`src/layer_mixer.sv`:
```
`timescale 1ns/1ps

// Picks one colour code and bank per pixel from the two layers
module layer_mixer #(
	parameter int CODE_BITS = 7,
	parameter int BANK_BITS = 4
) (
	input  logic                 CLK,
	input  logic                 reset,
	input  logic [CODE_BITS-1:0] fg_code,
	input  logic [CODE_BITS-1:0] bg_code,
	input  logic                 disp_en,
	input  logic [BANK_BITS-1:0] fg_bank,
	input  logic [BANK_BITS-1:0] bg_bank,
	input  logic                 fg_en,
	input  logic                 bg_en,
	input  logic                 bg_prio,
	output logic [CODE_BITS-1:0] pix_code,
	output logic [BANK_BITS-1:0] pix_bank,
	output logic                 disp_d1
);

	logic fg_opaque;
	logic bg_opaque;
	logic pick_fg;
	logic pick_bg;

	// Pen 0 of every 16 colour group is transparent
	assign fg_opaque = fg_en & (|fg_code[3:0]);
	assign bg_opaque = bg_en & (|bg_code[3:0]);

	// Foreground wins unless background is opaque and has priority
	assign pick_fg = fg_opaque & (~bg_opaque | ~bg_prio);
	assign pick_bg = bg_opaque & ~pick_fg;

	// ==============================
	// Pixel register stage
	// ==============================
	always_ff @(posedge CLK) begin
		if (reset) begin
			pix_code <= '0;
			pix_bank <= '0;
			disp_d1  <= 1'b0;
		end else begin
			disp_d1 <= disp_en;               // Follows the pixel down the pipe
			if (pick_fg) begin
				pix_code <= fg_code;
				pix_bank <= fg_bank;
			end else if (pick_bg) begin
				pix_code <= bg_code;
				pix_bank <= bg_bank;
			end else begin
				// Backdrop
				pix_code <= '0;
				pix_bank <= bg_bank;
			end
		end
	end

endmodule

```
`config.mk`:
```
export PLATFORM = sky130hd
export DESIGN_NAME = layer_mixer
export DESIGN_NICKNAME = d
export VERILOG_FILES = /design/src/layer_mixer.sv
export SDC_FILE = /design/constraint.sdc
export NUM_CORES = 1
export LEC_CHECK = 0
export ABC_AREA = 0
export BUFFER_PORTS_ARGS = -buffer_cell sky130_fd_sc_hd__buf_2
export CAP_MARGIN = 15
export CORE_AREA = 2 2 39 41
export CTS_CLUSTER_DIAMETER = 200
export DETAILED_ROUTE_END_ITERATION = 12
export DIE_AREA = 0 0 41 43
export GPL_ROUTABILITY_DRIVEN = 0
export PLACE_DENSITY_LB_ADDON = 0.2
export SYNTH_ARGS = -nofsm -noshare
export SYNTH_HDL_FRONTEND = slang
export SYNTH_SLANG_ARGS = --single-unit
```
`constraint.sdc`:
```
create_clock -name CLK -period 2.5 [get_ports CLK]
set_clock_uncertainty 0.15 [all_clocks]
set_input_delay 0.375 -clock CLK [delete_from_list [all_inputs] [get_ports CLK]]
set_output_delay 0.375 -clock CLK [all_outputs]
set_load 0.005 [all_outputs]
```
After elaboration in Yosys (flattened, before gate mapping)
Cells that the tools add are included.
- register bits after elaboration: 12
- input port bits: 28
- output and inout bits: 12
- logic and storage cells: 16
- muxes and demuxes: 3
- bitwise operators: 8
- reductions and logical operators: 2
- operators with widths (cell ; count):
    2-to-1 mux 7 bit ; 2
    OR reduction 4 bit ; 2
    bitwise AND 1 bit ; 4
    2-to-1 mux 4 bit ; 1
    inverter 1 bit ; 3
    OR 1 bit ; 1

Depth between registers and ports, before layout
- depth after elaboration: 9
- gate-level depth with buffers: 3
- gate-level depth less buffers: 3

Worst setup path before layout
OpenSTA, ideal clock, no wires.
- path kind: input-to-reg
- start point: input port bg_code[0]
- end point: register pix_code[0]
- data arrival time: 1.528 ns
- required time: 2.291 ns
- slack: 0.764 ns
- stages: 3
- path buffers: 0
- cells stage by stage: or4_4 > a311oi_4 > a22o_1
- cells in the longest elaborated chain, start to end: 9
- RTL lines (item ; RTL line ; text):
    from (decl) ; 11 ; input logic [CODE_BITS-1:0] bg_code,
    OR reduction 4 bit ; 30 ; assign bg_opaque = bg_en & (|bg_code[3:0]);
    bitwise AND 1 bit ; 30 ;
    inverter 1 bit ; 33 ; assign pick_fg = fg_opaque & (~bg_opaque | ~bg_prio);
    OR 1 bit ; 33 ;
    bitwise AND 1 bit ; 33 ;
    inverter 1 bit ; 34 ; assign pick_bg = bg_opaque & ~pick_fg;
    bitwise AND 1 bit ; 34 ;
    2-to-1 mux 7 bit ; 49 ; end else if (pick_bg) begin
    2-to-1 mux 7 bit (*) ; 46 ; if (pick_fg) begin
    to (signal assigned) ; 47 ; pix_code <= fg_code;
    to (signal assigned) ; 50 ; pix_code <= bg_code;
    to (decl) ; 18 ; output logic [CODE_BITS-1:0] pix_code,
Mark *: on every way between the ends. The rest lies on a longest branch, timed or not.
A chain may end at the register's enable or synchronous reset.

Worst setup path in the final report
- start point: input port bg_code[0]
- end point: register pix_code[3]
- cells in the longest elaborated chain, start to end: 9
- RTL lines (item ; RTL line):
    OR reduction 4 bit (*) ; 30
    bitwise AND 1 bit (*) ; 30
    inverter 1 bit ; 33
    OR 1 bit ; 33
    bitwise AND 1 bit ; 33
    inverter 1 bit ; 34
    bitwise AND 1 bit ; 34
    2-to-1 mux 7 bit ; 49
    2-to-1 mux 7 bit (*) ; 46
Marked as above.

==> reports/qor.yml <==
run_status: "finished, final reports clean"
avgRoutedWirePerCell_um: 11.2
cp-end-kind: "flip-flop"
critPathSlowestCell: "or4_4"
power_density_nw_per_um2: 557
grt_pass1_wl_mm: 1.63
max-vdd-ir-drop_uv: 336
final_common_cell: "buf_2"
synth_fp_nets: 66
cts_hold_buf: 0
grt-ovfl-total: 0
grt_max_degree: 10
finalHoldWorstSlack_ns: 0.172
yosys.area.top_type: "dfxtp_1"
crit_required_ns: 2.56
die_width_um: 41
finalNetCount: 110
antenna_cells: 0
power_leakage_nw: 0.369
relSlewSlack: 0.735
max_freq_mhz: 603
fin_tns_setup_ns: 0
crit_path_max_fanout: 7
drive_gt1_frac: 0.575
antenna_found_initial: 0
die_y_um: 43
worst-setup-path-type: "in -> reg"
synth_area_sq_um: 473
combinationalPowerShare: 0.183
seqPwrFrac: 0.525
final-setup-viol-count: 0
fin_cells: 96
path_clk_slew_ns: 0.08
coreArea_sq_um: 1380
start_util: 0.342
num_vias: 461
grt_pass1_vias: 412
final_max_slew_viol_count: 0
post-cts-setup-buffer-count: 0
intPower_uw: 300
synthToLayoutAreaGrowth_pct: 50.3
first_pass_iters: 4
cts-resized-gates: 0
ios: 40
clock_path_buffers: 2
vias_per_cell: 4.80
synthDistinctLibCells: 12
period_needed_ns: 1.66
finalHoldViolCount: 0
place.detailed.hpwl_um: 877
drc: 0
root_buffer: "clkbuf_4"
cts.sinks: 12
grt_usage: 0.135
synth_warnings: 0
ys_seq_area_frac: 0.508
synth_top_area_frac: 0.508
final_cell_mix: "39 x buf_2, 12 x dfxtp_1, 8 x nand2_1"
tightest_slew_ns: 0.396
placedCellCount: 93
crit_arrival_ns: 1.72
p_clk_frac: 0.292
max_stage_delay_ns: 0.58
final_antenna_net_count: 0
wl_mm: 1.07
syn_avg_cell_area_sq_um: 12.4
rows: 14
crit_chain: "buf_2, or4_4, a311oi_4, a22o_1"
h-tree-depth: 1
fin_crit_sh: 0.663
cts_buffers: 3
holdCritPathClass: "in -> reg"
syn-instance-count: 38
switching_share: 0.242
rsz0062_at_grt: "no"
numPortBuffers: 39
max-cap-violations: 0
synthTopCellsByArea: "dfxtp_1 51%, mux2i_1 8.5%, a22o_1 7.4%"
cts_tree: "built"
switching_power_uw: 96.0
ys_seq_elements: 12
start_kind: "input pin"
die_area_sq_um: 1760
drtIter0Drc: 2
## cell usage after synthesis
cell / number
a311oi_4: 1
o41ai_4: 1
nor2b_1: 1
o211a_1: 1
dfxtp_1: 12
clkinv_1: 1
a31oi_2: 1
a32o_1: 3
nand2_1: 8
a22o_1: 4
or4_4: 1
mux2i_1: 4
## critical path, delay by kind of cell
family	cells	cell delay (ns)
AOI/OAI and AO/OA	2	0.66
buffers and inverters	1	0.10
and+or+nand+nor	1	0.58
## registers in the layout (all words and copies together) (netlist names)
| name | flops |
|---|---|
| pix_bank | 4 |
| pix_code | 7 |
| disp_d1 | 1 |
## power by group through the flow
stage	Combinational (mW)	Sequential [mW]	Clock, mW
after floorplan	0.0269	0.215	0
after global placement	0.0729	0.212	0
after detailed placement	0.0733	0.212	0
after CTS	0.0735	0.208	0.120
after global routing	0.0804	0.210	0.128
final	0.0725	0.208	0.116
## per-stage QoR
| stage | area, sq um | setup WS (ns) | total power, mW | utilization |
|---|---|---|---|---|
| 6_report | 711 | 0.842 | 0.396 | 0.514 |
| 4_1_cts | 711 | 0.840 | 0.401 | 0.514 |
| 3_3_place_gp | 688 | 0.586 | 0.285 | 0.497 |
| 2_1_floorplan | 473 | 0.764 | 0.242 | - |
| 5_1_grt | 711 | 0.807 | 0.419 | 0.514 |
| 3_5_place_dp | 688 | 0.561 | 0.286 | 0.497 |
## kinds of logic (layout without fill, tap and decap cells)
logic type      after synthesis  after routing  share of synthesized area
compound gates               11             11                      0.299
mux                           4              4                     0.0847
flops                        12             12                      0.508
buf+inv                       1             43                    0.00793
simple gates                 10             10                      0.101
## per-layer routing
layer,up-vias,share of wire,global-route usage
met5,-,0,0
met4,0,0,0.0600
met3,0,0.087,0.0314
met2,22,0.49,0.213
met1,206,0.43,0.166
li1,233,-,-
## worst paths after layout
path | startpoint | endpoint | slack (ns) | cells after the start
min | fg_code[4] | pix_code[4] | 0.17 | 2
max | bg_code[0] | pix_code[3] | 0.84 | 4
## layout make-up
type	count	area, sq um
fill	135	673
sequential	12	240
multi-input combinational	25	229
timing repair buffer	39	195
clock buffer	3	22.5
tap	16	20.0
inverter	1	3.75
(Power assumes the default switching activity.)
