## config.mk

```make
export PLATFORM = sky130hd
export DESIGN_NAME = palette_ctrl_regs
export DESIGN_NICKNAME = d
export VERILOG_FILES = /design/src/palette_regs_pkg.sv /design/src/palette_ctrl_regs.sv
export SDC_FILE = /design/constraint.sdc
export NUM_CORES = 1
export LEC_CHECK = 0
export ABC_AREA = 1
export BUFFER_PORTS_ARGS = -buffer_cell sky130_fd_sc_hd__buf_2
export CAP_MARGIN = 15
export CORE_MARGIN = 2
export CORE_UTILIZATION = 42
export CTS_CLUSTER_SIZE = 25
export DETAILED_ROUTE_END_ITERATION = 7
export PLACE_DENSITY = 0.76
export RECOVER_POWER = 100
export SLEW_MARGIN = 25
export SYNTH_ARGS = -nofsm -noshare
export SYNTH_HDL_FRONTEND = slang
export SYNTH_SLANG_ARGS = --single-unit
```

## constraint.sdc

```tcl
create_clock -name CLK -period 0.9 [get_ports CLK]
set_input_delay 0.135 -clock CLK [delete_from_list [all_inputs] [get_ports CLK]]
set_output_delay 0.135 -clock CLK [all_outputs]
set_load 0.005 [all_outputs]
```

## src/palette_regs_pkg.sv

```systemverilog
// ==============================
// CPU register map
// ==============================
package palette_regs_pkg;

	// Register offsets on cpu_addr[1:0]
	localparam logic [1:0] REG_FG_BANK = 2'd0;
	localparam logic [1:0] REG_BG_BANK = 2'd1;
	localparam logic [1:0] REG_CTRL    = 2'd2;

	// Control register bit positions
	localparam int CTRL_FG_EN   = 0;      // Foreground layer visible
	localparam int CTRL_BG_EN   = 1;      // Background layer visible
	localparam int CTRL_BG_PRIO = 2;      // Background drawn over foreground

	// Reset values
	localparam logic [7:0] FG_BANK_RST = 8'h00;
	localparam logic [7:0] BG_BANK_RST = 8'h01;
	localparam logic [7:0] CTRL_RST    = 8'h03;  // Both layers on, foreground on top

endpackage

```

## src/palette_ctrl_regs.sv

```systemverilog
`timescale 1ns/1ps

// Bank and layer control registers on the CPU bus
module palette_ctrl_regs #(
	parameter int BANK_BITS = 4
) (
	input  logic                 CLK,
	input  logic                 reset,
	input  logic                 reg_cs_n,
	input  logic                 cpu_rw,      // 1 means write
	input  logic [1:0]           reg_addr,
	input  logic [7:0]           cpu_din,
	output logic [7:0]           reg_dout,
	output logic [BANK_BITS-1:0] fg_bank,
	output logic [BANK_BITS-1:0] bg_bank,
	output logic                 fg_en,
	output logic                 bg_en,
	output logic                 bg_prio
);

	logic [2:0] ctrl_q;                       // Layer enables and priority
	logic       reg_wr;
	logic       reg_rd;

	assign reg_wr = ~reg_cs_n & cpu_rw;
	assign reg_rd = ~reg_cs_n & ~cpu_rw;

	// ==============================
	// Register writes
	// ==============================
	always_ff @(posedge CLK) begin
		if (reset) begin
			fg_bank <= BANK_BITS'(palette_regs_pkg::FG_BANK_RST);
			bg_bank <= BANK_BITS'(palette_regs_pkg::BG_BANK_RST);
			ctrl_q  <= 3'(palette_regs_pkg::CTRL_RST);
		end else if (reg_wr) begin
			case (reg_addr)
				palette_regs_pkg::REG_FG_BANK: fg_bank <= cpu_din[BANK_BITS-1:0];  // Upper bits dropped
				palette_regs_pkg::REG_BG_BANK: bg_bank <= cpu_din[BANK_BITS-1:0];
				palette_regs_pkg::REG_CTRL:    ctrl_q  <= cpu_din[2:0];
				default: ;                      // Offset 3 unused
			endcase
		end
	end

	// Decoded control bits
	assign fg_en   = ctrl_q[palette_regs_pkg::CTRL_FG_EN];
	assign bg_en   = ctrl_q[palette_regs_pkg::CTRL_BG_EN];
	assign bg_prio = ctrl_q[palette_regs_pkg::CTRL_BG_PRIO];

	// ==============================
	// Read back
	// ==============================
	always_comb begin
		reg_dout = 8'hFF;                     // Idle bus level
		if (reg_rd) begin
			case (reg_addr)
				palette_regs_pkg::REG_FG_BANK: reg_dout = 8'(fg_bank);
				palette_regs_pkg::REG_BG_BANK: reg_dout = 8'(bg_bank);
				palette_regs_pkg::REG_CTRL:    reg_dout = 8'(ctrl_q);
				default:                       reg_dout = 8'h00;
			endcase
		end
	end

endmodule

```

After elaboration in Yosys (flattened, before gate mapping)

Cells that the tools add are included.

Eq/ne operators: 2
Bitwise operators: 4
Reductions and logical operators: 4
Mux-type cells: 2

Operators by type and width:

| cell               | number |
|---|---|
| $pmux 4 s3         | 1 |
| $mux 8             | 1 |
| $reduce_and 2->1   | 3 |
| $and 1x1->1        | 2 |
| $eq 2x1->1 const B | 1 |
| $eq 2x2->1 const B | 1 |
| $logic_not 2->1    | 1 |
| $not 1->1          | 2 |

Logic and storage cells: 15
Bits in registers: 11
Input bits: 14

Logic depth before layout (Yosys ltp)

Depth in word-level cells: 3
Depth in mapped cells: 5
Depth with buffers taken out: 5

Least setup slack after synthesis

OpenSTA, ideal clock, no wires.

Kind: input to output
Start point: in reg_cs_n
End point: out reg_dout[5]
Stages: 3
Buffers on the path: 1
Required time: 0.765 ns
Slack: 0.158 ns
Arrival: 0.607 ns
Cell sequence: nor2_1 > inv_1 > buf_4

Longest elaborated chain between the ends: 3

Ends and longest elaborated chain:

| what        | RTL line                | text |
|---|---|---|
| from (decl) | palette_ctrl_regs.sv:9  | `input logic reg_cs_n,` |
| $not 1->1   | palette_ctrl_regs.sv:26 | `assign reg_rd = ~reg_cs_n & ~cpu_rw;` |
| $and 1x1->1 | palette_ctrl_regs.sv:26 |  |
| $mux 8      | palette_ctrl_regs.sv:56 | `if (reg_rd) begin` |
| to (decl)   | palette_ctrl_regs.sv:13 | `output logic [7:0] reg_dout,` |

Every way passes these cells.

Worst setup path after layout

Start point: reg fg_bank[2]
End point: out reg_dout[2]

Longest elaborated chain between the ends: 2

Ends and longest elaborated chain:

| what                   | RTL line                | text |
|---|---|---|
| from (decl)            | palette_ctrl_regs.sv:14 | `output logic [BANK_BITS-1:0] fg_bank,` |
| from (signal assigned) | palette_ctrl_regs.sv:33 | `fg_bank <= BANK_BITS'(palette_regs_pkg::FG_BANK_RST);` |
| from (signal assigned) | palette_ctrl_regs.sv:38 | `palette_regs_pkg::REG_FG_BANK: fg_bank <= cpu_din[BANK_BITS-1:0];` |
| $pmux 4 s3             | palette_ctrl_regs.sv:57 | `case (reg_addr)` |
| $mux 8                 | palette_ctrl_regs.sv:56 |  |

Every way passes these cells.

==> impl_metrics.py <==
metrics = {
    "floorplanning": {
        "die_area_sq_um": 1770,
        "row_count": 13,
        "floorplan.initialDensity_pct": 45.7,
        "die_w_um": 42.1,
        "die_y_um": 42.1,
        "design.core.area_sq_um": 1330,
        "top_level_ports": 33,
    },
    "logic_synthesis": {
        "synth_top_area_cell": "dfxtp_1",
        "synthTopCellsByCount": "nand2_1, nor2_1, nand3_1",
        "syn_area_sq_um": 609,
        "synth_ff_type": "dfxtp_1",
        "seq_area_frac_synth_pct": 36.1,
        "synth_cells": 95,
        "netlist_top_cells_area": "dfxtp_1, nand2_1, nor2_1",
        "avgSynthCellArea_sq_um": 6.41,
        "ys_warn_count": 0,
        "synth_top_area_share_pct": 36.1,
        "synthArstFlopShare_pct": 0,
        "synth-edff-count": 0,
        "synth.distinct_cells": 12,
        "syn_nets": 109,
        "synth-seq-cells": 11,
        "yosysMostFrequentCell": "nand2_1",
    },
    "power_and_ir_drop": {
        "power.leakage_nw": 0.442,
        "peakVddDrop_mv": 0.960,
        "power_per_cell_area_nw_per_um2": 1230,
    },
    "critical_path": {
        "cp_top_family": "flip-flops",
        "critPathSlowestCell": "dfxtp_2",
        "critical_path_arrival_ps": 920,
        "crit_buf_inv": 1,
        "max_stage_delay_ps": 330,
        "worstSetupEndpointType": "output pin",
        "worstPathRequired_ps": 760,
        "crit_chain": "nand2_1, nand4_1, buf_2",
        "worstPathMaxFanout": 2,
        "critPathKind": "reg2out",
        "start_kind": "register",
    },
    "clock_tree": {
        "clk_pin_slew_worst_paths_ps": 80,
        "clockRootBuffer": "clkbuf_4",
        "htreeDepth": 1,
        "clock_sinks": 11,
        "tritoncts": "done",
        "cts_hold_buffers": 0,
        "clk_latency_ps": 270,
        "cts_buffer_depth": 2,
        "numCtsBuffers": 3,
    },
    "grt": {
        "grt_max_degree": 12,
        "grt_overflow": 0,
        "grt_usage_pct": 20.5,
        "grt_pass1_wl_um": 2770,
        "grt_pass1_vias": 676,
        "antenna_found_initial": 0,
    },
    "sta": {
        "setup_viol": 9,
        "fmax_ghz": 0.950,
        "worst_pin_slew_ps": 350,
        "finalCritPeriodShare_pct": 117,
        "slew_headroom_pct": 76.6,
        "min_period_ps": 1050,
        "fin_ws_ps": -153,
        "fin_skew_ps": 0,
        "grt_setup_unrepaired": "true",
        "fin_tns_setup_ps": -747,
        "slew_viol_final": 0,
        "hold_viol": 0,
    },
    "run": {
        "drv_cap": 0,
    },
    "placement": {
        "place_area_sq_um": 764,
        "gp_congestion": 0.757,
        "io_buffers": 28,
        "place.detailed.hpwl_um": 1140,
    },
    "finish": {
        "diodes": 0,
        "fillers": 134,
        "final_layout_size_suffix_gt1_share_pct": 44.4,
        "finish.instance_area_sq_um": 897,
        "nets": 148,
        "syn_to_final_growth_pct": 47.2,
    },
    "outcome": {
        "outcome": "complete, but fails checks",
        "violations": "negative setup slack",
    },
    "routing": {
        "routed_wl_um": 1720,
        "dr.pass1.iters": 4,
        "final_antenna_net_count": 0,
        "via_per_inst": 5.01,
        "dr_total_vias": 741,
        "drtIter0Drc": 19,
        "wl_per_cell_um": 11.6,
        "drc_errors": 0,
    },
    "hold_path": {
        "hold_class": "in2reg",
    },
}
-- layout by cell type, fill, tap and decap left out, drive strengths merged --
master / instances
buf: 37
nand3: 12
nand4: 3
nor2: 24
dfxtp: 11
clkbuf: 5
inv: 10
nand2: 31
-- through the flow --
step / util (%) / setup slack [ps] / hold slack [ps] / std cells / total power, mW
finish: 67.3 / -153 / 94.8 / 148 / 1.10
global route: 67.3 / -201 / 95.3 / 148 / 1.16
CTS: 65.9 / -113 / 95.9 / 147 / 1.09
detailed placement: 57.3 / -67.4 / 375 / 138 / 0.728
global placement: 57.3 / -16.7 / 366 / 138 / 0.722
floorplan: - / 158 / 248 / 95 / 0.643
-- registers in the layout, indices dropped and copies added, names as in the netlist --
register and count:
fg_bank 4, bg_bank 4, ctrl_q 3
-- power by group --
part / leakage (nW) / internal [mW] / total [mW] / switching, mW
sequential: 0.0914 / 0.507 / 0.519 / 0.0128
combinational: 0.336 / 0.108 / 0.232 / 0.124
clock: 0.0150 / 0.172 / 0.352 / 0.180
-- layout make-up --
class,count,area [sq um],area share [%]
multi-input combinational,70,318,35.4
timing repair buffer,38,264,29.4
sequential,11,233,25.9
inverter,10,37.5,4.18
clock buffer,4,26.3,2.93
tap,15,18.8,2.09
-- logic make-up after synthesis --
family	Yosys count	synth area share, %
buf+inv	14	11.7
flops	11	36.1
simple gates	70	52.2
-- worst paths after layout --
kind / startpoint / end / slack, ps / depth (start not counted)
setup / recovery: fg_bank[2]$_SDFFE_PP0P_ / reg_dout[2] / -150 / 3
hold reg to reg: ctrl_q[1]$_SDFFE_PP1P_ / ctrl_q[1]$_SDFFE_PP1P_ / 490 / 2
setup reg to reg: ctrl_q[2]$_SDFFE_PP0P_ / ctrl_q[2]$_SDFFE_PP0P_ / 160 / 3
hold / removal: cpu_din[0] / bg_bank[0]$_SDFFE_PP1P_ / 90 / 3
-- worst reg2reg max path, cell delays in order, from the launching register on --
cell and delay [ps]:
dfxtp_2 330, buf_6 110, nor2_1 120, nor2_1 70
-- metal layers --
metal | track usage [%] | up-vias | part of all wire (%) | routed length (um)
met5 | 0 | - | 0 | 0
met4 | 7.50 | 0 | 1.2 | 21
met3 | 5.60 | 3 | 7.6 | 130
met2 | 37.2 | 34 | 52 | 900
met1 | 22.5 | 336 | 39 | 665
li1 | - | 368 | - | -
-- repair_timing --
| action | CTS | global route |
|---|---|---|
| setup endpoints to repair | 4 | 10 |
| pin swaps | 2 | 3 |
| buffers inserted | 5 | 1 |
| resized for setup | 17 | 6 |
No activity file was read; power rests on OpenSTA's default activity.
